==> config.mk <==
export PLATFORM = sky130hd
export DESIGN_NAME = stage_conf_regs_flat
export DESIGN_NICKNAME = d
export VERILOG_FILES = /design/src/design/cgra_pkg.sv /design/src/design/stage_bus_if.sv /design/src/design/stage_conf_regs.sv /design/src/flat_wrapper.sv
export VERILOG_INCLUDE_DIRS = /design/src /design/src/design
export SDC_FILE = /design/constraint.sdc
export NUM_CORES = 1
export LEC_CHECK = 0
export CAP_MARGIN = 30
export CORE_MARGIN = 4
export CORE_UTILIZATION = 33
export DETAILED_ROUTE_END_ITERATION = 10
export DONT_BUFFER_PORTS = 1
export SYNTH_ARGS = -nofsm -noshare
export SYNTH_HDL_FRONTEND = slang
export SYNTH_SLANG_ARGS = --single-unit
==> constraint.sdc <==
create_clock -name clk -period 1.8 [get_ports clk]
set_input_delay 0.09 -clock clk [delete_from_list [all_inputs] [get_ports clk]]
set_output_delay 0.09 -clock clk [all_outputs]
set_load 0.01 [all_outputs]
==> src/design/cgra_cfg.svh <==
`ifndef CGRA_CFG_SVH
`define CGRA_CFG_SVH

// word and host address widths
`define DATA_W 16
`define ADDR_W 10

// ring size
`define NSTAGE 4
`define NSTAGE_W 2

// 64 words of data memory per stage
`define MEM_AW 6

// local register index inside a stage
`define CONF_AW 7

// configuration register indices
`define REG_OP 0
`define REG_A_START 1
`define REG_DST_START 2
`define REG_COUNT 3

`endif

==> src/design/cgra_pkg.sv <==
`include "cgra_cfg.svh"

package cgra_pkg;

   typedef logic [`DATA_W-1:0] data_t;

   // alu operation, two bits as written by the host
   typedef enum logic [1:0] {
      op_add,
      op_sub,
      op_and,
      op_xor
   } alu_op_t;

   typedef logic [`MEM_AW-1:0] mem_addr_t;
   typedef logic [`CONF_AW-1:0] conf_addr_t;

   // one stage's run description
   typedef struct packed {
      alu_op_t          op;
      mem_addr_t        a_start;
      mem_addr_t        dst_start;
      logic [`MEM_AW:0] count;
   } stage_conf_t;

   // one done flag per stage
   typedef logic [`NSTAGE-1:0] status_t;

endpackage

==> src/design/stage_bus_if.sv <==
`timescale 1ns/1ns

// host access to one stage, shared by the register and memory paths
interface stage_bus_if #(
   parameter type addr_t = logic
) ();

   logic            valid;
   logic            we;
   addr_t           addr;
   cgra_pkg::data_t wdata;

   // read word, one cycle after the request
   cgra_pkg::data_t rdata;

   modport host (output valid, output we, output addr, output wdata, input rdata);

   modport stage (input valid, input we, input addr, input wdata, output rdata);

endinterface

==> src/design/stage_conf_regs.sv <==
`timescale 1ns/1ns

`include "cgra_cfg.svh"

module stage_conf_regs (
   input  logic                  clk,
   input  logic                  rst,
   stage_bus_if.stage            bus,
   output cgra_pkg::stage_conf_t conf
);

   cgra_pkg::data_t rd_word;

   // register writes, unknown indices fall through
   always_ff @(posedge clk) begin
      if (rst) begin
         conf <= '0;
      end else if (bus.valid && bus.we) begin
         case (bus.addr)
            `REG_OP: conf.op <= cgra_pkg::alu_op_t'(bus.wdata[1:0]);
            `REG_A_START: conf.a_start <= bus.wdata[`MEM_AW-1:0];
            `REG_DST_START: conf.dst_start <= bus.wdata[`MEM_AW-1:0];
            `REG_COUNT: conf.count <= bus.wdata[`MEM_AW:0];
            default: ;
         endcase
      end
   end

   // readback word, zero extended
   always_comb begin
      rd_word = '0;
      case (bus.addr)
         `REG_OP: rd_word = cgra_pkg::data_t'(conf.op);
         `REG_A_START: rd_word = cgra_pkg::data_t'(conf.a_start);
         `REG_DST_START: rd_word = cgra_pkg::data_t'(conf.dst_start);
         `REG_COUNT: rd_word = cgra_pkg::data_t'(conf.count);
         default: rd_word = '0;
      endcase
   end

   // read data held until the next read request
   always_ff @(posedge clk) begin
      if (rst) begin
         bus.rdata <= '0;
      end else if (bus.valid && !bus.we) begin
         bus.rdata <= rd_word;
      end
   end

endmodule

==> src/flat_wrapper.sv <==
// flat-port wrapper written by rule: the top's interface ports become plain ports
module stage_conf_regs_flat 
  (clk, rst, conf, bus_valid, bus_we, bus_addr, bus_wdata, bus_rdata);
  stage_bus_if bus_i ();
  input  logic clk;
  input  logic rst;
  output cgra_pkg::stage_conf_t conf;
  input wire logic [$bits(bus_i.valid)-1:0] bus_valid;
  input wire logic [$bits(bus_i.we)-1:0] bus_we;
  input wire logic [$bits(bus_i.addr)-1:0] bus_addr;
  input wire logic [$bits(bus_i.wdata)-1:0] bus_wdata;
  output wire logic [$bits(bus_i.rdata)-1:0] bus_rdata;
  assign bus_i.valid = bus_valid;
  assign bus_i.we = bus_we;
  assign bus_i.addr = bus_addr;
  assign bus_i.wdata = bus_wdata;
  assign bus_rdata = bus_i.rdata;
  stage_conf_regs u_core (.clk(clk), .rst(rst), .bus(bus_i), .conf(conf));
endmodule
==> flow_summary.json <==
{
  "crit_path_required_time_ps": 1950,
  "clock-root-buffer": "sky130_fd_sc_hd__clkbuf_4",
  "avg_wl_per_cell_um": 11.4,
  "drive_above_1_share": 0.0638,
  "worst_setup_hold_path_clk_slew_ps": 80,
  "timing.critical_path.max_delay_family": "buffers and inverters",
  "via_count_of_the_first_global_routing_pass": 472,
  "detailedRoute.firstIterationViolations": 2,
  "post_synth_inst_count": 87,
  "postRouteAntennaNets": 0,
  "synth_sequential_area_ratio": 0.387,
  "yosys_warnings": 0,
  "areaGrowthSynthToFinish_pct": 4.66,
  "crit_path_max_incr_delay_ps": 870,
  "rows": 16,
  "fp.dieW_um": 54.9,
  "core_footprint_um2": 2020,
  "status": "complete, no violations",
  "synth.mux.area_fraction": 0.0553,
  "grt_pass1_wl_mm": 2.00,
  "number_of_buffers_added_by_the_clock_tree_synthesis_step": 3,
  "synth.cell_area_um2": 724,
  "post_synth_and_or_nand_nor_area_fraction": 0.174,
  "totalNegativeSetupSlack_ps": 0,
  "max-slew-margin-rel": 0.625,
  "crit_path_max_fanout": 14,
  "ctsResizeCount": 0,
  "post-dp-hpwl_mm": 1.03,
  "design.die.area_um2": 3010,
  "post-layout-total-power_mw": 0.619,
  "critical_path_start_end_classification": "primary input to register",
  "clock_insertion_delay_worst_skew_ps": 270,
  "finalSetupViolations": 0,
  "fin_cells": 121,
  "detail_route.drc_violations": 0,
  "numPortBuffers": 0,
  "number_of_antenna_violations_at_the_first_check_in_global_routing": 0,
  "gpl.final_weighted_congestion": 0.682,
  "synth-xor-area-share": 0,
  "critical_path_arrival_ps": 1060,
  "finalCritPeriodShare": 0.507,
  "total_number_of_vias": 512,
  "grt_start_max_net_pins": 15,
  "timing.final.crit_period_ps": 913,
  "fmaxAchievable_ghz": 1.09,
  "tightest_slew_ps": 562,
  "hold_crit_class": "primary input to register",
  "tritoncts_num_sinks": 14,
  "drv.max_cap_violation_count": 0,
  "final_net_count": 116,
  "cts-root-to-sink-buffers": 2,
  "grtUsageTotal": 0.0951,
  "final_hold_viol_count": 0,
  "first_pass_iters": 2,
  "grt_overflow": 0,
  "power.ir.vdd_worst_v": 0.000472,
  "power_per_cell_area_nw_per_um2": 816,
  "critical-path-slowest-cell": "sky130_fd_sc_hd__dlygate4sd3_1",
  "count_of_inserted_antenna_diode_cells": 0,
  "synth_compound_gate_area_share": 0.104,
  "chip_height_um": 54.9,
  "initial_utilization": 0.358,
  "cts_tree": "done",
  "path_cells": "dlygate4sd3_1 -> nor2_1",
  "routed_wl_mm": 1.38,
  "combinational_family_with_the_most_area_after_synthesis": "buffers and inverters",
  "pin_count": 58,
  "timing.final.max_slew_violations": 0,
  "critPathCaptureType": "register",
  "vias_per_cell": 4.23,
  "synth_seq_cells": 14,
  "cts_max_level": 1,
  "place.detailed.instances": 109,
  "cp.buffers_inverters": 1,
  "synth_cell_type_count": 14,
  "synth-adder-area-share": 0,
  "setup.worst_path.start_class": "primary input",
  "rsz0062_at_grt": "no",
  "clock_skew_ps": 1.22,
  "syn_area_per_cell_um2": 8.33,
  "static-leakage-power_nw": 0.317
}
[final timing paths]
path,from,endpoint,slack [ps],cells after the start
worst min-delay path,bus_valid,u_core.bus.rdata[4],80,3
worst max register to register,u_core.conf[20],u_core.bus.rdata[1],970,2
worst min register to register,u_core.bus.rdata[3],u_core.bus.rdata[3],510,2
worst max-delay path,rst,u_core.conf[19],890,2
[final cells by class]
type                       count  area (um2)
tap                           27        33.8
sequential                    14         280
clock buffer                   4        36.3
fill                         212        1260
multi-input combinational     68         328
timing repair buffer           8        80.1
[routing by layer]
| layer | track usage | share of wire | wire, um | up-vias |
|---|---|---|---|---|
| met2 | 0.159 | 0.47 | 648 | 37 |
| met5 | 0 | 0 | 0 | - |
| met1 | 0.0946 | 0.35 | 486 | 222 |
| li1 | - | - | - | 253 |
| met4 | 0.0498 | 0 | 0 | 0 |
| met3 | 0.0490 | 0.18 | 244 | 0 |
[synthesized netlist by cell type]
cell type                  instances  area share
sky130_fd_sc_hd__clkbuf_1          1      0.0052
sky130_fd_sc_hd__a21oi_1          10       0.069
sky130_fd_sc_hd__nand2b_1          1      0.0086
sky130_fd_sc_hd__nor2_1            4       0.021
sky130_fd_sc_hd__and3_1            1      0.0086
sky130_fd_sc_hd__nand3_1           5       0.035
sky130_fd_sc_hd__nor2b_1           1      0.0086
sky130_fd_sc_hd__conb_1            1      0.0052
sky130_fd_sc_hd__nand3b_1          1       0.010
sky130_fd_sc_hd__a211oi_2          2       0.035
sky130_fd_sc_hd__dfxtp_1          14        0.39
sky130_fd_sc_hd__mux2i_1           4       0.055
sky130_fd_sc_hd__nand2_1          16       0.083
sky130_fd_sc_hd__buf_4            26        0.27
[tightest hold or removal path: stages]
cell	delay, ps
sky130_fd_sc_hd__nand2b_1	80
sky130_fd_sc_hd__nand2_1	80
sky130_fd_sc_hd__a21oi_1	50
[power breakdown]
group          internal [mW]  switching, mW  leakage, nW
logic                 0.0235         0.0453        0.183
clock network          0.123         0.0958       0.0210
registers              0.319         0.0125        0.114
total                  0.465          0.154        0.317
[logic make-up (layout without fill, tap and decap cells)]
| family | count (synthesis) | count (layout) |
|---|---|---|
| AND/OR/NAND/NOR | 29 | 29 |
| buffers and inverters | 27 | 12 |
| flip-flops | 14 | 14 |
| AO/OA/AOI/OAI | 12 | 12 |
| multiplexers | 4 | 4 |
| other | 1 | 23 |
[sequential cells by signal, indices dropped and copies added (netlist names)]
name              count
u_core.bus.rdata      6
u_core.conf           8
[timing repair]
action	4_1_cts	5_1_grt
buffers inserted	0	0
hold buffers	8	0
hold endpoints to repair	14	0
[stage by stage]
stage / setup WS [ps] / hold slack, ps / utilization / instance area [um2]
finish: 887 / 78.9 / 0.375 / 758
global route: 842 / 93.4 / 0.375 / 758
CTS: 890 / 70.6 / 0.375 / 758
detailed placement: 853 / 158 / 0.317 / 642
global placement: 888 / 158 / 0.317 / 642
floorplan: 1050 / 155 / - / 807
[placed cells by master, fill, tap and decap left out]
master | netlist | routed
sky130_fd_sc_hd__nand2b_1 | 1 | 1
sky130_fd_sc_hd__nand2_1 | 16 | 16
sky130_fd_sc_hd__clkbuf_4 | 0 | 3
sky130_fd_sc_hd__and3_1 | 1 | 1
sky130_fd_sc_hd__nand3_1 | 5 | 5
sky130_fd_sc_hd__dlygate4sd3_1 | 0 | 8
sky130_fd_sc_hd__dfxtp_1 | 14 | 14
sky130_fd_sc_hd__nor2_1 | 4 | 4
sky130_fd_sc_hd__a211oi_2 | 2 | 2
sky130_fd_sc_hd__clkbuf_8 | 0 | 1
sky130_fd_sc_hd__conb_1 | 1 | 23
sky130_fd_sc_hd__nand3b_1 | 1 | 1
sky130_fd_sc_hd__nor2b_1 | 1 | 1
sky130_fd_sc_hd__mux2i_1 | 4 | 4
sky130_fd_sc_hd__a21oi_1 | 10 | 10
No activity file was read; power rests on OpenSTA's default activity.
