<file path="src/design/cgra_cfg.svh">
`ifndef CGRA_CFG_SVH
`define CGRA_CFG_SVH

// word and host address widths
`define DATA_W 16
`define ADDR_W 10

// ring size
`define NSTAGE 4
`define NSTAGE_W 2

// 64 words of data memory per stage
`define MEM_AW 6

// local register index inside a stage
`define CONF_AW 7

// configuration register indices
`define REG_OP 0
`define REG_A_START 1
`define REG_DST_START 2
`define REG_COUNT 3

`endif

</file>
<file path="src/design/cgra_pkg.sv">
`include "cgra_cfg.svh"

package cgra_pkg;

   typedef logic [`DATA_W-1:0] data_t;

   // alu operation, two bits as written by the host
   typedef enum logic [1:0] {
      op_add,
      op_sub,
      op_and,
      op_xor
   } alu_op_t;

   typedef logic [`MEM_AW-1:0] mem_addr_t;
   typedef logic [`CONF_AW-1:0] conf_addr_t;

   // one stage's run description
   typedef struct packed {
      alu_op_t          op;
      mem_addr_t        a_start;
      mem_addr_t        dst_start;
      logic [`MEM_AW:0] count;
   } stage_conf_t;

   // one done flag per stage
   typedef logic [`NSTAGE-1:0] status_t;

endpackage

</file>
<file path="src/design/stage_bus_if.sv">
`timescale 1ns/1ns

// host access to one stage, shared by the register and memory paths
interface stage_bus_if #(
   parameter type addr_t = logic
) ();

   logic            valid;
   logic            we;
   addr_t           addr;
   cgra_pkg::data_t wdata;

   // read word, one cycle after the request
   cgra_pkg::data_t rdata;

   modport host (output valid, output we, output addr, output wdata, input rdata);

   modport stage (input valid, input we, input addr, input wdata, output rdata);

endinterface

</file>
<file path="src/design/stage_mem.sv">
`timescale 1ns/1ns

`include "cgra_cfg.svh"

module stage_mem (
   input  logic                clk,
   input  logic                rst,
   stage_bus_if.stage          bus,
   input  cgra_pkg::mem_addr_t eng_raddr,
   output cgra_pkg::data_t     eng_rdata,
   input  logic                eng_we,
   input  cgra_pkg::mem_addr_t eng_waddr,
   input  cgra_pkg::data_t     eng_wdata
);

   cgra_pkg::data_t mem [0:(1 << `MEM_AW)-1];

   // single write port, the engine wins
   always_ff @(posedge clk) begin
      if (eng_we) begin
         mem[eng_waddr] <= eng_wdata;
      end else if (bus.valid && bus.we) begin
         mem[bus.addr] <= bus.wdata;
      end
   end

   // engine read, registered every cycle
   always_ff @(posedge clk) begin
      eng_rdata <= mem[eng_raddr];
   end

   // host read, kept between requests
   always_ff @(posedge clk) begin
      if (rst) begin
         bus.rdata <= '0;
      end else if (bus.valid && !bus.we) begin
         bus.rdata <= mem[bus.addr];
      end
   end

endmodule

</file>
<file path="src/flat_wrapper.sv">
// flat-port wrapper written by rule: the top's interface ports become plain ports
module stage_mem_flat 
  (clk, rst, eng_raddr, eng_rdata, eng_we, eng_waddr, eng_wdata, bus_valid, bus_we, bus_addr, bus_wdata, bus_rdata);
  stage_bus_if bus_i ();
  input  logic clk;
  input  logic rst;
  input  cgra_pkg::mem_addr_t eng_raddr;
  output cgra_pkg::data_t eng_rdata;
  input  logic eng_we;
  input  cgra_pkg::mem_addr_t eng_waddr;
  input  cgra_pkg::data_t eng_wdata;
  input wire logic [$bits(bus_i.valid)-1:0] bus_valid;
  input wire logic [$bits(bus_i.we)-1:0] bus_we;
  input wire logic [$bits(bus_i.addr)-1:0] bus_addr;
  input wire logic [$bits(bus_i.wdata)-1:0] bus_wdata;
  output wire logic [$bits(bus_i.rdata)-1:0] bus_rdata;
  assign bus_i.valid = bus_valid;
  assign bus_i.we = bus_we;
  assign bus_i.addr = bus_addr;
  assign bus_i.wdata = bus_wdata;
  assign bus_rdata = bus_i.rdata;
  stage_mem u_core (.clk(clk), .rst(rst), .bus(bus_i), .eng_raddr(eng_raddr), .eng_rdata(eng_rdata), .eng_we(eng_we), .eng_waddr(eng_waddr), .eng_wdata(eng_wdata));
endmodule
</file>
<file path="config.mk">
export PLATFORM = sky130hd
export DESIGN_NAME = stage_mem_flat
export DESIGN_NICKNAME = d
export VERILOG_FILES = /design/src/design/cgra_pkg.sv /design/src/design/stage_bus_if.sv /design/src/design/stage_mem.sv /design/src/flat_wrapper.sv
export VERILOG_INCLUDE_DIRS = /design/src /design/src/design
export SDC_FILE = /design/constraint.sdc
export NUM_CORES = 1
export LEC_CHECK = 0
export BUFFER_PORTS_ARGS = -buffer_cell sky130_fd_sc_hd__buf_4
export CORE_MARGIN = 2
export CORE_UTILIZATION = 56
export DETAILED_ROUTE_END_ITERATION = 8
export PLACE_DENSITY = 0.76
export SLEW_MARGIN = 0
export SYNTH_ARGS = -nofsm -noshare
export SYNTH_HDL_FRONTEND = slang
export SYNTH_SLANG_ARGS = --single-unit
</file>
<file path="constraint.sdc">
create_clock -name clk -period 3.29 [get_ports clk]
set_input_delay 0.658 -clock clk [delete_from_list [all_inputs] [get_ports clk]]
set_output_delay 0.658 -clock clk [all_outputs]
set_load 0.05 [all_outputs]
</file>
==> results of run 1 <==
-- cells by family after synthesis --
logic type             synth area share
muxes                             0.164
AOI/OAI and AO/OA                0.0287
and+or+nand+nor                  0.0246
buffers and inverters            0.0139
DFF                               0.769
-- sequential cells by signal, summed over array words and instances, names as in the netlist --
signal	flops
u_core.eng_rdata	16
u_core.mem	1024
u_core.bus.rdata	16
-- final cells by class --
class	count	area (um^2)	area share
Inverter	3	11.3	0.000241
Clock inverter	49	515	0.0110
Sequential cell	1056	31400	0.670
Timing Repair Buffer	233	2100	0.0448
Antenna cell	2	5.00	0.000107
Clock buffer	136	2750	0.0588
Tap cell	950	1190	0.0254
Multi-Input combinational cell	746	8860	0.189
-- cell usage after synthesis, drive strengths merged, types with 15 or more instances --
master,n
edfxtp,1024
nor2b,23
mux4,229
o22ai,19
dfxtp,32
clkbuf,50
a211oi,24
buf,60
nand2,25
mux2,43
mux2i,104
a22oi,43
a31oi,15
nand3,26
nor2,97
-- power by group --
group	total, mW	internal (mW)	switching (mW)
Clock	11.5	6.65	4.85
Sequential	15.1	15.0	0.0874
Combinational	1.85	0.675	1.17
-- critical path, stage by stage --
cell and delay (ns):
buf_8 0.33, buf_12 0.29, nor2b_1 0.44, nor2b_1 0.53
a22oi_1 0.19, a41oi_1 0.55, o31ai_1 0.15
-- metal layers --
layer,track usage,wire length [um],share of wire,vias to the layer above
met1,0.375,37200,0.36,11000
met5,0,44,0.00043,-
met2,0.441,49300,0.48,1400
li1,-,-,-,8451
met4,0.110,4110,0.040,8
met3,0.0666,11400,0.11,240
-- path summary, 6_finish.rpt --
kind / startpoint / to / slack [ns] / cells after the start
setup / recovery: eng_raddr[0] / u_core.eng_rdata[9]$_DFF_P_ / 0.51 / 7
setup reg to reg: u_core.mem[19][13]$_DFFE_PP_ / u_core.eng_rdata[13]$_DFF_P_ / 1.16 / 5
hold / removal: rst / u_core.bus.rdata[9]$_SDFFE_PP0P_ / 0.33 / 2
hold reg to reg: u_core.bus.rdata[15]$_SDFFE_PP0P_ / u_core.bus.rdata[15]$_SDFFE_PP0P_ / 0.50 / 2
-- cells in the final DEF, fill, tap and decap left out, types with 6 or more instances in the layout --
master	Yosys	layout
buf_12	1	26
and3_1	7	7
clkinv_2	0	15
mux2_2	43	43
nand2b_1	6	6
clkbuf_16	0	104
a22oi_1	43	43
o211ai_1	8	8
o22ai_1	19	19
mux2i_1	104	104
a31oi_1	15	15
a41o_1	6	6
o221a_1	6	6
nand3_1	26	26
clkinv_1	0	17
clkbuf_1	50	29
o21ai_0	7	7
and3b_1	6	6
buf_4	13	204
mux4_2	229	229
a21oi_1	13	13
bufinv_16	0	10
dfxtp_1	32	32
nand2_1	25	25
a221oi_1	6	6
a32o_1	6	6
nor2b_1	23	22
nor2_1	97	97
edfxtp_1	1024	1024
a211oi_1	24	24
-- per-stage QoR --
stage	instances	hold WS, ns	TNS [ns]	worst slack, ns	util
global placement	2988	0.492	0	0.113	0.606
floorplan	1915	0.603	0	0.237	-
finish	3175	0.326	0	0.515	0.652
detailed placement	2988	0.496	-0.0388	-0.0388	0.606
global route	3173	0.333	0	0.380	0.652
CTS	3173	0.310	0	0.588	0.652
==> results.rst, run 1 <==
.. list-table::
   :header-rows: 1

   * - Metric
     - Value
   * - Global-route wire length before repair
     - 148,000 um
   * - Die width
     - 274 um
   * - Warning count from the yosys run
     - 0
   * - Area fraction of the dominant cell type after synthesis
     - 0.753
   * - Dominant register cell in the synthesized netlist
     - edfxtp_1
   * - GRT Residual Overflow
     - 0
   * - Achievable frequency
     - about 0.36 GHz
   * - Starting density of the core
     - 0.568
   * - Post-synthesis register bit count
     - 1,056
   * - Hold-fix buffer count after cts
     - 0
   * - Min-Delay Path Class
     - in2reg
   * - Detailed Route Iter0 Violations
     - 3,323
   * - Max Clock Skew
     - between 0.02 and 0.03 ns
   * - Clock tree sinks
     - 1,056
   * - CTS clock-pin slew for the worst setup and hold paths
     - 0.06 ns
   * - Routed Wire Length
     - 102,000 um
   * - TritonCTS buffer count
     - 100
   * - Summed area of non-filler cells in the final layout
     - 46,800 um^2
   * - Fill count
     - 4,507
   * - Weighted congestion reported at the end of routability-driven placement
     - 0.922
   * - Post-placement cell area
     - about 44,000 um^2
   * - Gate count of the mapped netlist
     - 1,915
   * - Required time worst endpoint
     - about 3.8 ns
   * - Number of DRC violations after detailed routing
     - 0
   * - Placeable Area
     - roughly 70,000 um^2
   * - Die height
     - 274 um
   * - Net count after synthesis
     - 1,965
   * - Placed wire-length estimate
     - 61,200 um
   * - Number of antenna violations at the first check in global routing
     - 6
   * - Slew at the pin closest to its max-slew limit
     - 1.30 ns
   * - Area leader, netlist
     - edfxtp_1
   * - Clock latency on the worst-skew pair
     - approximately 0.66 ns
   * - Via count of the routed design
     - 21,100
   * - Via density per instance
     - 6.64
   * - Final Hold Viols
     - 0
   * - Standby leakage power
     - 15.2 nW
   * - Endpoint class of the critical path
     - register
   * - Minimum clock period
     - 2.78 ns
   * - CTS tree
     - yes
   * - Maximum number of pins on one net before global-route repair
     - 67
   * - GR Util All Layers
     - 0.277
   * - Site row count
     - 98
   * - Power density normalized to cell area
     - 607 nW/um^2
   * - Remaining antenna violation count after routing
     - 0
   * - Relative slew slack
     - 0.136
   * - Total design power
     - around 28 mW
   * - Area added between synthesis and finish
     - 14.7%
   * - Fraction of layout cells with a size suffix above 1
     - 0.292
   * - RSZ-0062 raised after global routing
     - no
   * - Max Slew Vio Count
     - 0
   * - Number of distinct standard cells referenced by the synthesized netlist
     - 46
   * - Count of maximum capacitance violations
     - 0
   * - Net count reported at finish
     - 2,190
   * - Kind of start point of the critical path
     - primary input
   * - Synth async-reset ratio
     - 0
   * - Worst Path Class, Setup
     - in2reg
   * - Number of levels the H-tree was split into
     - 3
   * - Post-synth EDFFs
     - 1,024
   * - Largest cells by area after synthesis
     - edfxtp_1, mux4_2, mux2i_1, dfxtp_1, mux2_2
   * - Clk Tree Root Cell
     - clkbuf_16
   * - Sequential cell area fraction in the yosys report
     - 0.769
   * - Area of the mapped netlist
     - slightly above 40,000 um^2
   * - Synth Area per Inst
     - 21.3 um^2
   * - Via count of the first global-routing pass
     - 21,500
   * - Worst vdd ir
     - 0.472 mV
   * - Critical path arrival
     - 3.29 ns
   * - # Post-CTS Setup Buffers
     - 0
   * - Number of I/O port buffers
     - 81
   * - Die Area
     - 75,100 um^2
   * - Number of resized instances in the post-cts repair step
     - 0
   * - Final period util
     - 0.844
   * - Outcome
     - finished clean
   * - Highest fanout seen on the critical path
     - 38
   * - Number of top-level pins
     - 82
   * - Final setup viols
     - 0
   * - WL/cell
     - 32.2 um
   * - Maximum buffer depth of the clock tree
     - 3
   * - Number of optimization iterations in the first detailed-route pass
     - 8
No activity file was read; power rests on OpenSTA's default activity.
==> run 2, diff against run 1 <==
Clock period 3.29 ns to 2.59 ns, I/O delays scaled along.
==> results.rst, run 2 (same netlist as run 1, synthesis figures left out) <==
.. list-table::
   :header-rows: 1

   * - Metric
     - Value
   * - Post-route core utilization
     - 0.671
   * - Slew at the pin closest to its max-slew limit
     - 0.670 ns
   * - Final period util
     - 0.908
   * - Worst path bufs/invs
     - 3
   * - Final Hold Viols
     - 0
   * - Top library cells by usage in the layout, fill and taps aside
     - edfxtp_1, mux4_2, buf_4
   * - Setup slack of the critical path after layout
     - ~0.24 ns
   * - Starting density of the core
     - 0.568
   * - Highest fanout seen on the critical path
     - 15
   * - Detailed Route Iter0 Violations
     - 3,418
   * - Worst setup startpoint
     - eng_raddr[0]
   * - Placeable Area
     - 71,900 um^2
   * - Sw frac
     - 0.219
   * - Number of optimization iterations in the first detailed-route pass
     - 6
   * - Worst path slowest cell
     - mux4_2
   * - Via count of the routed design
     - 21,400
   * - Fill count
     - 4,408
   * - NetSw
     - around 8 mW
   * - Total design power
     - about 37 mW
   * - Clock power share
     - 0.410
   * - Die width
     - 274 um
   * - CTS clock-pin slew for the worst setup and hold paths
     - 0.06 ns
   * - Number of DRC violations after detailed routing
     - 0
   * - Net count reported at finish
     - 2,254
   * - Achievable frequency
     - approximately 0.43 GHz
   * - Share of total power in sequential cells
     - 0.522
   * - Clock tree sinks
     - 1,056
   * - Area of the multi-input gates
     - 8920 um^2
   * - Routed Wire Length
     - roughly 100,000 um
   * - Post-placement setup slack
     - -0.400 ns
   * - Hold-fix buffer count after cts
     - 0
   * - Summed area of non-filler cells in the final layout
     - between 40,000 and 50,000 um^2
   * - Beginning of the worst hold path
     - rst
   * - Number of antenna violations at the first check in global routing
     - 6
   * - Die height
     - 274 um
   * - Number of I/O port buffers
     - 81
   * - Via density per instance
     - 6.61
   * - Post-placement cell area
     - 44,800 um^2
   * - Internal power of the cells
     - about 29 mW
   * - GRT Residual Overflow
     - 0
   * - Worst hold margin
     - approximately 0.16 ns
   * - Clk Tree Root Cell
     - clkbuf_16
   * - # Post-CTS Setup Buffers
     - 0
   * - Critical path arrival
     - around 2.9 ns
   * - Worst reg2reg startpoint
     - u_core.mem[62][14]$_DFFE_PP_
   * - WL/cell
     - around 32 um
   * - Maximum number of pins on one net before global-route repair
     - 65
   * - Endpoint class of the critical path
     - register
   * - Largest registers
     - u_core.mem x1024, u_core.bus.rdata x16, u_core.eng_rdata x16
   * - Family with the most delay on the worst path
     - multiplexers
   * - Power density normalized to cell area
     - approximately 760 nW/um^2
   * - Max Clock Skew
     - 0.0245 ns
   * - Outcome
     - finished clean
   * - Maximum buffer depth of the clock tree
     - 3
   * - Area added between synthesis and finish
     - 18.2%
   * - Cell chain of the critical path
     - buf_8, buf_12, buf_4, mux4_2, mux2_2, o22ai_1, a31oi_1, and3_1
   * - Commonest non-fill, non-tap cell in the layout
     - edfxtp_1
   * - CTS tree
     - yes
   * - Max Slew Vio Count
     - 0
   * - Kind of start point of the critical path
     - primary input
   * - Min-Delay Path Class
     - in2reg
   * - Global-route wire length before repair
     - 149,000 um
   * - Weighted congestion reported at the end of routability-driven placement
     - 0.906
   * - Flip-flop count of the largest register after layout
     - between 1,000 and 1,500
   * - Site row count
     - 98
   * - Number of levels the H-tree was split into
     - 3
   * - Remaining antenna violation count after routing
     - 0
   * - Number of resized instances in the post-cts repair step
     - 0
   * - Top reg by flops
     - u_core.mem
   * - Die Area
     - 75,100 um^2
   * - Clock latency on the worst-skew pair
     - 0.67 ns
   * - TritonCTS buffer count
     - 102
   * - Number of top-level pins
     - 82
   * - Minimum clock period
     - 2.35 ns
   * - Logic gate share of total power
     - 0.068
   * - Via count of the first global-routing pass
     - 21,600
   * - Worst Path Class, Setup
     - in2reg
   * - Largest stage delay on the critical path
     - 0.52 ns
   * - GR Util All Layers
     - 0.280
   * - Worst vdd ir
     - ~0.66 mV
   * - RSZ-0062 raised after global routing
     - no
   * - Final setup viols
     - 0
   * - Relative slew slack
     - 0.552
   * - Placed wire-length estimate
     - 63,400 um
   * - Required time worst endpoint
     - 3.10 ns
   * - Standby leakage power
     - 15.8 nW
   * - Register area
     - 31,400 um^2
   * - Fraction of layout cells with a size suffix above 1
     - 0.324
   * - Count of maximum capacitance violations
     - 0
==> run 2: cell count changes in the layout (fill, tap and decap cells not counted), sizes merged <==
cell | previous run | this run
clkinvlp | 3 | 7
bufinv | 10 | 11
clkinv | 34 | 43
clkbuf | 136 | 126
diode | 2 | 3
inv | 5 | 8
buf | 233 | 295
==> run 2: final timing paths <==
kind	end	slack, ns	depth (start not counted)
max	u_core.eng_rdata[14]$_DFF_P_	0.24	8
min reg2reg	u_core.bus.rdata[5]$_SDFFE_PP0P_	0.51	2
min	u_core.bus.rdata[9]$_SDFFE_PP0P_	0.16	2
max reg2reg	u_core.eng_rdata[14]$_DFF_P_	0.38	5
==> run 2: metrics by stage <==
step                      setup TNS [ns]  instances
after CTS                              0       3242
after floorplan                    -4.63       1915
after detailed placement           -1.82       3050
after global routing                   0       3242
after global placement             -1.10       3050
final                                  0       3245
==> run 2: power groups by stage <==
stage / registers [mW] / logic, mW / clock network (mW)
floorplan: 19.6 / 1.20 / 0
global placement: 19.5 / 2.37 / 0
detailed placement: 19.5 / 2.43 / 0
CTS: 19.1 / 2.46 / 15.1
global route: 19.1 / 2.58 / 15.8
finish: 19.1 / 2.48 / 15.0
==> run 2: area by class of cell <==
| cell class | instances | share of cell area |
|---|---|---|
| Tap cell | 950 | 0.0246 |
| Sequential cell | 1056 | 0.651 |
| Clock buffer | 126 | 0.0565 |
| Clock inverter | 66 | 0.0143 |
| Multi-Input combinational cell | 746 | 0.185 |
| Inverter | 3 | 0.000234 |
| Timing Repair Buffer | 295 | 0.0682 |
| Antenna cell | 3 | 0.000156 |
==> run 2: per-layer routing <==
metal	up-vias	track usage	routed length (um)
met2	1432	0.453	50600
met3	189	0.0598	10800
met1	11200	0.384	38500
met5	-	0	46
li1	8621	-	-
met4	6	0.0951	3500
