===== src/design/cgra_cfg.svh =====
`ifndef CGRA_CFG_SVH
`define CGRA_CFG_SVH

// word and host address widths
`define DATA_W 16
`define ADDR_W 10

// ring size
`define NSTAGE 4
`define NSTAGE_W 2

// 64 words of data memory per stage
`define MEM_AW 6

// local register index inside a stage
`define CONF_AW 7

// configuration register indices
`define REG_OP 0
`define REG_A_START 1
`define REG_DST_START 2
`define REG_COUNT 3

`endif


===== src/design/cgra_pkg.sv =====
`include "cgra_cfg.svh"

package cgra_pkg;

   typedef logic [`DATA_W-1:0] data_t;

   // alu operation, two bits as written by the host
   typedef enum logic [1:0] {
      op_add,
      op_sub,
      op_and,
      op_xor
   } alu_op_t;

   typedef logic [`MEM_AW-1:0] mem_addr_t;
   typedef logic [`CONF_AW-1:0] conf_addr_t;

   // one stage's run description
   typedef struct packed {
      alu_op_t          op;
      mem_addr_t        a_start;
      mem_addr_t        dst_start;
      logic [`MEM_AW:0] count;
   } stage_conf_t;

   // one done flag per stage
   typedef logic [`NSTAGE-1:0] status_t;

endpackage


===== src/design/stage_engine.sv =====
`timescale 1ns/1ns

`include "cgra_cfg.svh"

module stage_engine (
   input  logic                  clk,
   input  logic                  rst,
   input  logic                  run,
   input  cgra_pkg::stage_conf_t conf,
   output logic                  done,
   output cgra_pkg::mem_addr_t   mem_raddr,
   input  cgra_pkg::data_t       mem_rdata,
   output logic                  mem_we,
   output cgra_pkg::mem_addr_t   mem_waddr,
   output cgra_pkg::data_t       mem_wdata,
   input  cgra_pkg::data_t       flow_in,
   output cgra_pkg::data_t       flow_out
);

   cgra_pkg::stage_conf_t conf_q;
   logic                  busy;
   logic [`MEM_AW:0]      iter;
   cgra_pkg::mem_addr_t   wr_off;
   cgra_pkg::data_t       alu_out;

   // iter counts engine cycles, read k in cycle k and write k in cycle k+1
   always_ff @(posedge clk) begin
      if (rst) begin
         busy <= 1'b0;
         iter <= '0;
      end else if (!busy) begin
         if (run && conf.count != '0) begin
            busy <= 1'b1;
            iter <= '0;
         end
      end else begin
         // last write cycle
         if (iter == conf_q.count) begin
            busy <= 1'b0;
         end
         iter <= iter + 1'b1;
      end
   end

   // settings frozen for the whole run
   always_ff @(posedge clk) begin
      if (!busy && run) begin
         conf_q <= conf;
      end
   end

   assign done = ~busy;

   // address generation
   assign wr_off = iter[`MEM_AW-1:0] - 1'b1;
   assign mem_raddr = conf_q.a_start + iter[`MEM_AW-1:0];
   assign mem_waddr = conf_q.dst_start + wr_off;
   assign mem_we = busy && (iter != '0);

   // own word goes around the ring
   assign flow_out = mem_rdata;

   // a from own memory, b from previous stage
   always_comb begin
      case (conf_q.op)
         cgra_pkg::op_sub: alu_out = mem_rdata - flow_in;
         cgra_pkg::op_and: alu_out = mem_rdata & flow_in;
         cgra_pkg::op_xor: alu_out = mem_rdata ^ flow_in;
         default: alu_out = mem_rdata + flow_in;
      endcase
   end

   assign mem_wdata = alu_out;

endmodule


===== config.mk =====
export PLATFORM = sky130hd
export DESIGN_NAME = stage_engine
export DESIGN_NICKNAME = d
export VERILOG_FILES = /design/src/design/cgra_pkg.sv /design/src/design/stage_engine.sv
export VERILOG_INCLUDE_DIRS = /design/src /design/src/design
export SDC_FILE = /design/constraint.sdc
export NUM_CORES = 1
export LEC_CHECK = 0
export BUFFER_PORTS_ARGS = -buffer_cell sky130_fd_sc_hd__buf_2
export CAP_MARGIN = 20
export CELL_PAD_IN_SITES_DETAIL_PLACEMENT = 1
export CELL_PAD_IN_SITES_GLOBAL_PLACEMENT = 2
export CORE_MARGIN = 2
export CORE_UTILIZATION = 30
export DETAILED_ROUTE_END_ITERATION = 8
export GPL_ROUTABILITY_DRIVEN = 1
export PLACE_DENSITY = 0.78
export SLEW_MARGIN = 10
export SYNTH_ARGS = -nofsm -noshare
export SYNTH_HDL_FRONTEND = slang
export SYNTH_SLANG_ARGS = --single-unit

===== constraint.sdc =====
create_clock -name clk -period 3.5 [get_ports clk]
set_input_delay 0.175 -clock clk [delete_from_list [all_inputs] [get_ports clk]]
set_output_delay 0.175 -clock clk [all_outputs]
set_load 0.01 [all_outputs]

==> results.tsv, run 1 <==
metric	value	unit
status	finished clean	
yosysSeqAreaShare	0.247	
clkSlewWorstSetupHoldPaths	0.06	ns
worst-setup-path-type	reg -> out	
htree_levels	2	
dr.max_layer_used	met4	
via_count	2817	
cts_made_buffers	5	
synth_common_cells	ha_1 (48), a21oi_1 (37), inv_1 (35)	
core_area	10300	µm²
fin_worst_skew	0.00653	ns
critical_path_arrival	3.03	ns
drt-total-wl	8540	µm
setup_violations	0	
gp_congestion	0.791	
portBuffers	101	
crit_top_cell	o21ai_0	
synth.cell_area	3200	µm²
place_inst	581	
grt_max_degree	23	
yosysWarnings	0	
power.density	328	nW/µm²
critPathMaxStageDelay	0.53	ns
cts_hold_buffers	0	
nets	560	
path_cells	nor2b_1 > buf_4 > mux2i_1 > fa_1 > a21oi_1 > o211ai_1 > o221ai_2 > o21ai_0 > xnor2_1 > o21ai_0 > buf_2	
clk_latency	0.28	ns
tightest_slew	0.384	ns
grt_overflow_total	0	
synth_edf_count	21	
synthCells	363	
regArea	791	µm²
min_path_cells	1	
post-route-util	0.376	
ff2ff_path_depth	7	
p_total	1.27	mW
tritoncts	yes	
ys_async_sr_fraction	0	
synthTopCellsByArea	edfxtp_1 (20%), ha_1 (19%), xnor2_1 (7.4%), a21oi_1 (5.8%), xor2_1 (5.2%)	
yosysTopAreaCell	edfxtp_1	
die_x	107	µm
yosysMostFrequentCell	ha_1	
met1_length	4010	µm
wire_per_inst	14.5	µm
n_antenna_cell	0	
syn2layout_area_growth	21.3	%
wl_met3	391	µm
cts_root_buf	clkbuf_8	
die_area	11500	µm²
multi_input_area	2130	µm²
num_rows	37	
drtAntennaViolNets	0	
grtUsageTotal	0.151	
drtIter0Drc	50	
path_buf_inv	2	
cts.sinks	29	
antenna_found_initial	0	
start_kind	flip-flop	
syn_nets	470	
drc	0	
dr_wl_met2	4090	µm
maxSlewHeadroom	0.741	
vdd_ir_drop_max	0.000208	V
ys_types	44	
maxCapViolCount	0	
dr.pass1.iters	4	
path_depth	11	
io_pins	102	
drv_slew	0	
ys.flop_type	edfxtp_1	
initial_core_util	0.310	
dp_hpwl	7210	µm
cp_slowest_cell	edfxtp_1	
critPathMaxFanout	9	
rsz0062_at_grt	no	
path_delay_family	compound AO/OA/AOI/OAI gates	
nFillCells	1262	
finalCritPeriodShare	0.915	
leakage	1.84	nW
via_per_inst	4.77	
end_kind	primary output	
grt_pass1_vias	2865	
cts_buffer_depth	2	
avgSynthCellArea	8.81	µm²
drive_above_1_share	0.278	
setup-tns-final	0	ns
post-route-min-period	3.20	ns
finalHoldViolations	0	
required	3.32	ns
synth_top_area_share	0.197	
grt_pass1_wl	13900	µm
die_y	107	µm
fmax	312	MHz
synth_seq_cells	29	
hp-class	in -> reg	
instances_no_fill	590	
-- worst register-to-register path, cell delays in order (launching register included) --
cell and delay, ns:
dfxtp_1 0.47, ha_1 0.20, nand2_1 0.08, nor3_1 0.28, nand3_1 0.15, nor2b_1 0.16, a21oi_1 0.15, nor2_1 0.05
-- routing by layer --
metal / global-route usage / vias up
met1: 0.200 / 1307
li1: - / 1434
met2: 0.264 / 70
met4: 0.0223 / 0
met3: 0.0206 / 6
met5: 0 / -
-- final timing paths --
kind / from / to / slack (ns)
setup / recovery: conf_q[19] / mem_wdata[12] / 0.30
hold / removal: conf[11] / conf_q[11] / 0.07
setup reg to reg: iter[1] / iter[6] / 1.87
hold reg to reg: iter[6] / iter[6] / 0.59
-- through the flow --
step	cell area (µm²)	setup slack (ns)	hold slack, ns
CTS	3870	0.148	0.0570
global placement	3760	0.497	0.351
floorplan	3200	0.590	0.274
detailed placement	3760	0.425	0.354
global route	3880	0.0212	0.0526
finish	3880	0.299	0.0656
-- cells by family (layout without fill, tap and decap cells) --
kind of cell	count (synthesis)	in the layout	synth area share
flops	29	29	0.247
xor+xnor	46	46	0.126
mux	17	17	0.0555
buf+inv	59	150	0.0888
compound gates	82	82	0.156
fa+ha+maj	51	51	0.206
simple gates	79	79	0.120
-- repair_timing --
item	CTS	global route
setup buffers	0	1
gates resized for setup	0	1
hold endpoints to repair	0	0
endpoints found under the setup margin	0	4
-- registers in the layout (all words and copies together), names as in the netlist --
name and count:
iter 7, conf_q 21, busy 1
-- power by group --
part / switching (mW) / internal, mW / total (mW)
logic: 0.303 / 0.238 / 0.541
clock network: 0.123 / 0.210 / 0.332
registers: 0.0107 / 0.387 / 0.398
total: 0.436 / 0.835 / 1.27
-- final cells by class --
class | count | area share
sequential | 29 | 0.204
clock inverter | 2 | 0.00871
timing repair buffer | 107 | 0.142
clock buffer | 6 | 0.0187
multi-input combinational | 275 | 0.549
tap | 136 | 0.0439
inverter | 35 | 0.0339
-- layout by cell type, fill, tap and decap left out, types with 2 or more instances in the layout --
cell type and count:
nand3_1 5, xor2_1 19, o21bai_1 3, and2_1 3, ha_1 48, a211oi_1 4, o21ai_0 18, o31a_1 2
buf_4 6, mux2_2 6, o211ai_1 3, inv_1 35, nand3b_1 2, mux2i_1 11, fa_1 3, edfxtp_1 21
nor2_1 25, dfxtp_1 8, nor2b_1 3, clkbuf_8 5, nor3_1 6, a21o_1 6, nor4_1 4, nand2b_1 2
buf_2 101, xnor2_1 27, nand2_1 22, a21oi_1 36
(Power assumes the default switching activity.)
==> inputs of run 2 (changes only) <==
- PLACE_DENSITY: 0.78 -> default
- PLACE_DENSITY_LB_ADDON: default -> 0.1
- SLEW_MARGIN: 10 -> default
==> results.tsv, run 2 (synthesis results as in run 1) <==
metric	value	unit	change
status	finished clean		unchanged
grt_pass1_wl	14200	µm	was 13900 µm
num_rows	37		unchanged
cts.sinks	29		unchanged
place_inst	583		was 581
critPathMaxStageDelay	0.47	ns	was 0.53 ns
grt_overflow_total	0		unchanged
die_x	107	µm	unchanged
cp_slowest_cell	edfxtp_1		unchanged
gp_congestion	0.790		was 0.791
worst-setup-path-type	reg -> out		unchanged
via_count	2828		was 2817
setup_violations	0		unchanged
antenna_found_initial	0		unchanged
io_pins	102		unchanged
via_per_inst	4.79		was 4.77
final_common_cell	buf_2		unchanged
pre_cts_ws	0.389	ns	was 0.425 ns
top_regs	conf_q: 21 flops, iter: 7 flops, busy: 1 flops		unchanged
finalCritPeriodShare	0.912		was 0.915
tightest_slew	0.361	ns	was 0.384 ns
dp_hpwl	7230	µm	was 7210 µm
maxCapViolCount	0		unchanged
grt_max_degree	25		was 23
cts_buffer_depth	2		unchanged
tritoncts	yes		unchanged
post-route-util	0.375		was 0.376
grt_pass1_vias	2860		was 2865
drv_slew	0		unchanged
cts_root_buf	clkbuf_8		unchanged
drtAntennaViolNets	0		unchanged
clk_latency	0.28	ns	about the same
nets	561		was 560
setup_slack	0.310	ns	was 0.299 ns
critPathMaxFanout	5		was 9
power.density	315	nW/µm²	was 328 nW/µm²
die_y	107	µm	unchanged
finalHoldViolations	0		unchanged
path_cells	nor2b_1 > buf_4 > a21oi_1 > xnor2_1 > ha_1 > nand4_1 > o211ai_1 > o221ai_2 > o31a_1 > o2bb2ai_1 > buf_2		was nor2b_1 > buf_4 > mux2i_1 > fa_1 > a21oi_1 > o211ai_1 > o221ai_2 > o21ai_0 > xnor2_1 > o21ai_0 > buf_2
syn2layout_area_growth	21.1	%	was 21.3%
largest_register	conf_q		unchanged
clkSlewWorstSetupHoldPaths	0.06	ns	about the same
leakage	1.84	nW	about the same
drive_above_1_share	0.281		was 0.278
htree_levels	2		unchanged
fmax	313	MHz	was 312 MHz
post-route-min-period	3.19	ns	was 3.20 ns
final_cell_mix	buf_2 (101), ha_1 (48), a21oi_1 (36), inv_1 (35), xnor2_1 (27)		unchanged
dr.pass1.iters	4		unchanged
core_area	10300	µm²	unchanged
vdd_ir_drop_max	0.000218	V	was 0.000208 V
die_area	11500	µm²	unchanged
instances_no_fill	591		was 590
fin_worst_skew	0.00530	ns	was 0.00653 ns
initial_core_util	0.310		unchanged
grtUsageTotal	0.156		was 0.151
required	3.32	ns	about the same
largest_reg_flops	21		unchanged
nFillCells	1250		was 1262
drc	0		unchanged
end_kind	primary output		unchanged
cts_made_buffers	5		unchanged
portBuffers	101		unchanged
wire_per_inst	14.5	µm	about the same
maxSlewHeadroom	0.756		was 0.741
start_kind	flip-flop		unchanged
rsz0062_at_grt	no		unchanged
cts_hold_buffers	0		unchanged
drt-total-wl	8590	µm	was 8540 µm
hp-class	in -> reg		unchanged
n_antenna_cell	0		unchanged
setup-tns-final	0	ns	unchanged
drtIter0Drc	66		was 50
critical_path_arrival	3.02	ns	was 3.03 ns
-- run 2: cell count changes in the layout (fill, tap and decap cells not counted), sizes merged --
cell    change
clkbuf      +2
buf         +1
bufinv      -1
clkinv      -1
-- run 2: final cells by class --
cell class                 instances  area (µm²)  share of cell area
multi-input combinational        275        2130               0.551
sequential                        29         791               0.204
timing repair buffer             108         558               0.144
tap                              136         170              0.0439
inverter                          35         131              0.0339
clock buffer                       8        90.1              0.0233
-- run 2: repair_timing --
action | CTS | global route
setup buffers | 0 | 0
resized for setup | 0 | 3
setup endpoints to repair | 0 | 2
-- run 2: per-layer routing --
| layer | track usage | share of wire |
|---|---|---|
| met3 | 0.0260 | 0.047 |
| met5 | 0 | 0 |
| met2 | 0.244 | 0.44 |
| met4 | 0.0250 | 0.0052 |
| met1 | 0.227 | 0.51 |
-- run 2: path summary, 6_finish.rpt --
kind / from / to / slack (ns) / cells after the start
max: conf_q[20] / mem_wdata[14] / 0.31 / 11
min: conf[15] / conf_q[15] / 0.06 / 1
max reg2reg: iter[0] / iter[6] / 1.84 / 7
min reg2reg: iter[6] / iter[6] / 0.59 / 2
-- run 2: critical path, delay by kind of cell (launching register included) --
kind | cells | cell delay, ns
buf+inv | 2 | 0.32
flops | 1 | 0.47
simple gates | 2 | 0.46
compound gates | 5 | 0.99
xor+xnor | 1 | 0.13
fa+ha+maj | 1 | 0.36
-- run 2: metrics by stage --
step                power [mW]  instance area [µm²]  hold slack [ns]
finish                    1.22                 3870           0.0640
global route              1.32                 3870           0.0506
CTS                       1.24                 3870           0.0541
detailed placement       0.952                 3780            0.353
global placement         0.947                 3780            0.351
floorplan                0.764                 3200            0.274
-- run 2: report_power, final --
group | internal, mW | switching [mW]
combinational | 0.238 | 0.302
clock | 0.160 | 0.121
sequential | 0.387 | 0.0103
total | 0.785 | 0.434
==> inputs of run 3 (changes only) <==
- BUFFER_PORTS_ARGS: -buffer_cell sky130_fd_sc_hd__buf_2 -> -buffer_cell sky130_fd_sc_hd__buf_4
- HOLD_SLACK_MARGIN: default -> 0.06
- SETUP_SLACK_MARGIN: default -> 0.4
==> results.tsv, run 3 (synthesis results as in run 1) <==
metric	value	unit	change
grtUsageTotal	0.157		was 0.156
n_antenna_cell	0		unchanged
drv_slew	0		unchanged
top_regs	conf_q: 21 flops, iter: 7 flops, busy: 1 flops		unchanged
largest_register	conf_q		unchanged
clk_latency	0.27	ns	was 0.28 ns
post-route-min-period	3.05	ns	was 3.19 ns
cts_buffer_depth	2		unchanged
critPathMaxFanout	5		unchanged
grt_overflow_total	0		unchanged
fmax	328	MHz	was 313 MHz
htree_levels	2		unchanged
wire_per_inst	14.8	µm	was 14.5 µm
grt_pass1_vias	2971		was 2860
rsz0062_at_grt	yes		was no
cts_root_buf	clkbuf_8		unchanged
gp_congestion	0.778		was 0.790
clkSlewWorstSetupHoldPaths	0.06	ns	about the same
cts.sinks	29		unchanged
syn2layout_area_growth	36.4	%	was 21.1%
maxSlewHeadroom	0.705		was 0.756
final_cell_mix	buf_4 (122), ha_1 (46), inv_1 (34), a21oi_1 (29), xnor2_1 (26)		was buf_2 (101), ha_1 (48), a21oi_1 (36), inv_1 (35), xnor2_1 (27)
drtIter0Drc	89		was 66
power.density	301	nW/µm²	was 315 nW/µm²
drtAntennaViolNets	0		unchanged
portBuffers	101		unchanged
finalCritPeriodShare	0.870		was 0.912
status	finished clean		unchanged
leakage	2.03	nW	was 1.84 nW
p_total	1.31	mW	was 1.22 mW
grt_max_degree	25		unchanged
drt-total-wl	8990	µm	was 8590 µm
via_count	2923		was 2828
dp_hpwl	7320	µm	was 7230 µm
die_area	11500	µm²	unchanged
cts_made_buffers	5		unchanged
antenna_found_initial	0		unchanged
critical_path_arrival	2.87	ns	was 3.02 ns
core_area	10300	µm²	unchanged
drive_above_1_share	0.346		was 0.281
finalHoldViolations	0		unchanged
hp-class	in -> reg		unchanged
end_kind	primary output		unchanged
start_kind	flip-flop		unchanged
required	3.32	ns	about the same
grt_pass1_wl	14600	µm	was 14200 µm
initial_core_util	0.310		unchanged
die_x	107	µm	unchanged
drc	0		unchanged
io_pins	102		unchanged
setup-tns-final	0	ns	unchanged
tritoncts	yes		unchanged
via_per_inst	4.82		was 4.79
num_rows	37		unchanged
cts_hold_buffers	0		unchanged
vdd_ir_drop_max	0.000179	V	was 0.000218 V
nets	577		was 561
die_y	107	µm	unchanged
tightest_slew	0.440	ns	was 0.361 ns
setup_violations	0		unchanged
largest_reg_flops	21		unchanged
fin_worst_skew	0.00346	ns	was 0.00530 ns
final_common_cell	buf_4		was buf_2
worst-setup-path-type	reg -> out		unchanged
maxCapViolCount	0		unchanged
dr.pass1.iters	4		unchanged
-- run 3: cell count changes in the layout (fill, tap and decap cells not counted), moves of 2 or more --
| cell | delta |
|---|---|
| a21oi_1 | -7 |
| a21oi_2 | +5 |
| a21oi_4 | +2 |
| buf_2 | -101 |
| buf_4 | +115 |
| ha_1 | -2 |
| nor2_1 | -2 |
| nor2_2 | +2 |
| o21ai_0 | -3 |
| o21ai_1 | +2 |
-- run 3: path summary, 6_finish.rpt --
| check | from | endpoint | slack [ns] | cells past startpoint |
|---|---|---|---|---|
| setup / recovery | conf_q[19] | mem_wdata[14] | 0.45 | 11 |
| hold / removal | conf[15] | conf_q[15] | 0.08 | 1 |
| setup reg to reg | busy | iter[5] | 1.78 | 6 |
| hold reg to reg | iter[6] | iter[6] | 0.57 | 2 |
-- run 3: area by class of cell --
type | instances | area, µm²
clock buffer | 8 | 80.1
fill | 1236 | 5960
inverter | 35 | 131
multi-input combinational | 275 | 2240
sequential | 29 | 791
tap | 136 | 170
timing repair buffer | 124 | 947
-- run 3: per-layer routing --
metal / wire length, µm / part of all wire / track usage
met5: 0 / 0 / 0
met4: 4 / 0.00044 / 0.0111
met2: 4120 / 0.46 / 0.257
met1: 4510 / 0.50 / 0.227
met3: 360 / 0.040 / 0.0248
-- run 3: worst max-delay path, cell delays in order, from the launching register on --
cell and delay [ns]:
edfxtp_1 0.47, nor2b_4 0.18, buf_6 0.14, nor2_2 0.11, xnor2_1 0.07, ha_1 0.34, nand4_1 0.22, o211ai_1 0.28
o221ai_2 0.19, o31a_1 0.33, o2bb2ai_2 0.12, buf_4 0.14
-- run 3: stage by stage --
stage / instance area, µm² / utilization / std cells / worst slack [ns] / hold slack (ns)
floorplan: 3200 / - / 363 / 0.590 / 0.274
global placement: 4030 / 0.390 / 583 / 0.297 / 0.353
detailed placement: 4030 / 0.390 / 583 / 0.381 / 0.355
CTS: 4180 / 0.405 / 595 / 0.395 / 0.0672
global route: 4360 / 0.423 / 607 / 0.262 / 0.0667
finish: 4360 / 0.423 / 607 / 0.455 / 0.0763
-- run 3: timing repair --
item | in CTS | in global routing
gates resized for setup | 11 | 20
setup endpoints to repair | 8 | 11
pin swaps | 8 | 18
buffers inserted | 4 | 12
-- run 3: where the power goes --
group          switching [mW]  leakage [nW]  internal (mW)
Clock                   0.116        0.0395          0.141
Combinational           0.329          1.73          0.331
Sequential             0.0105         0.265          0.387
Total                   0.455          2.03          0.860
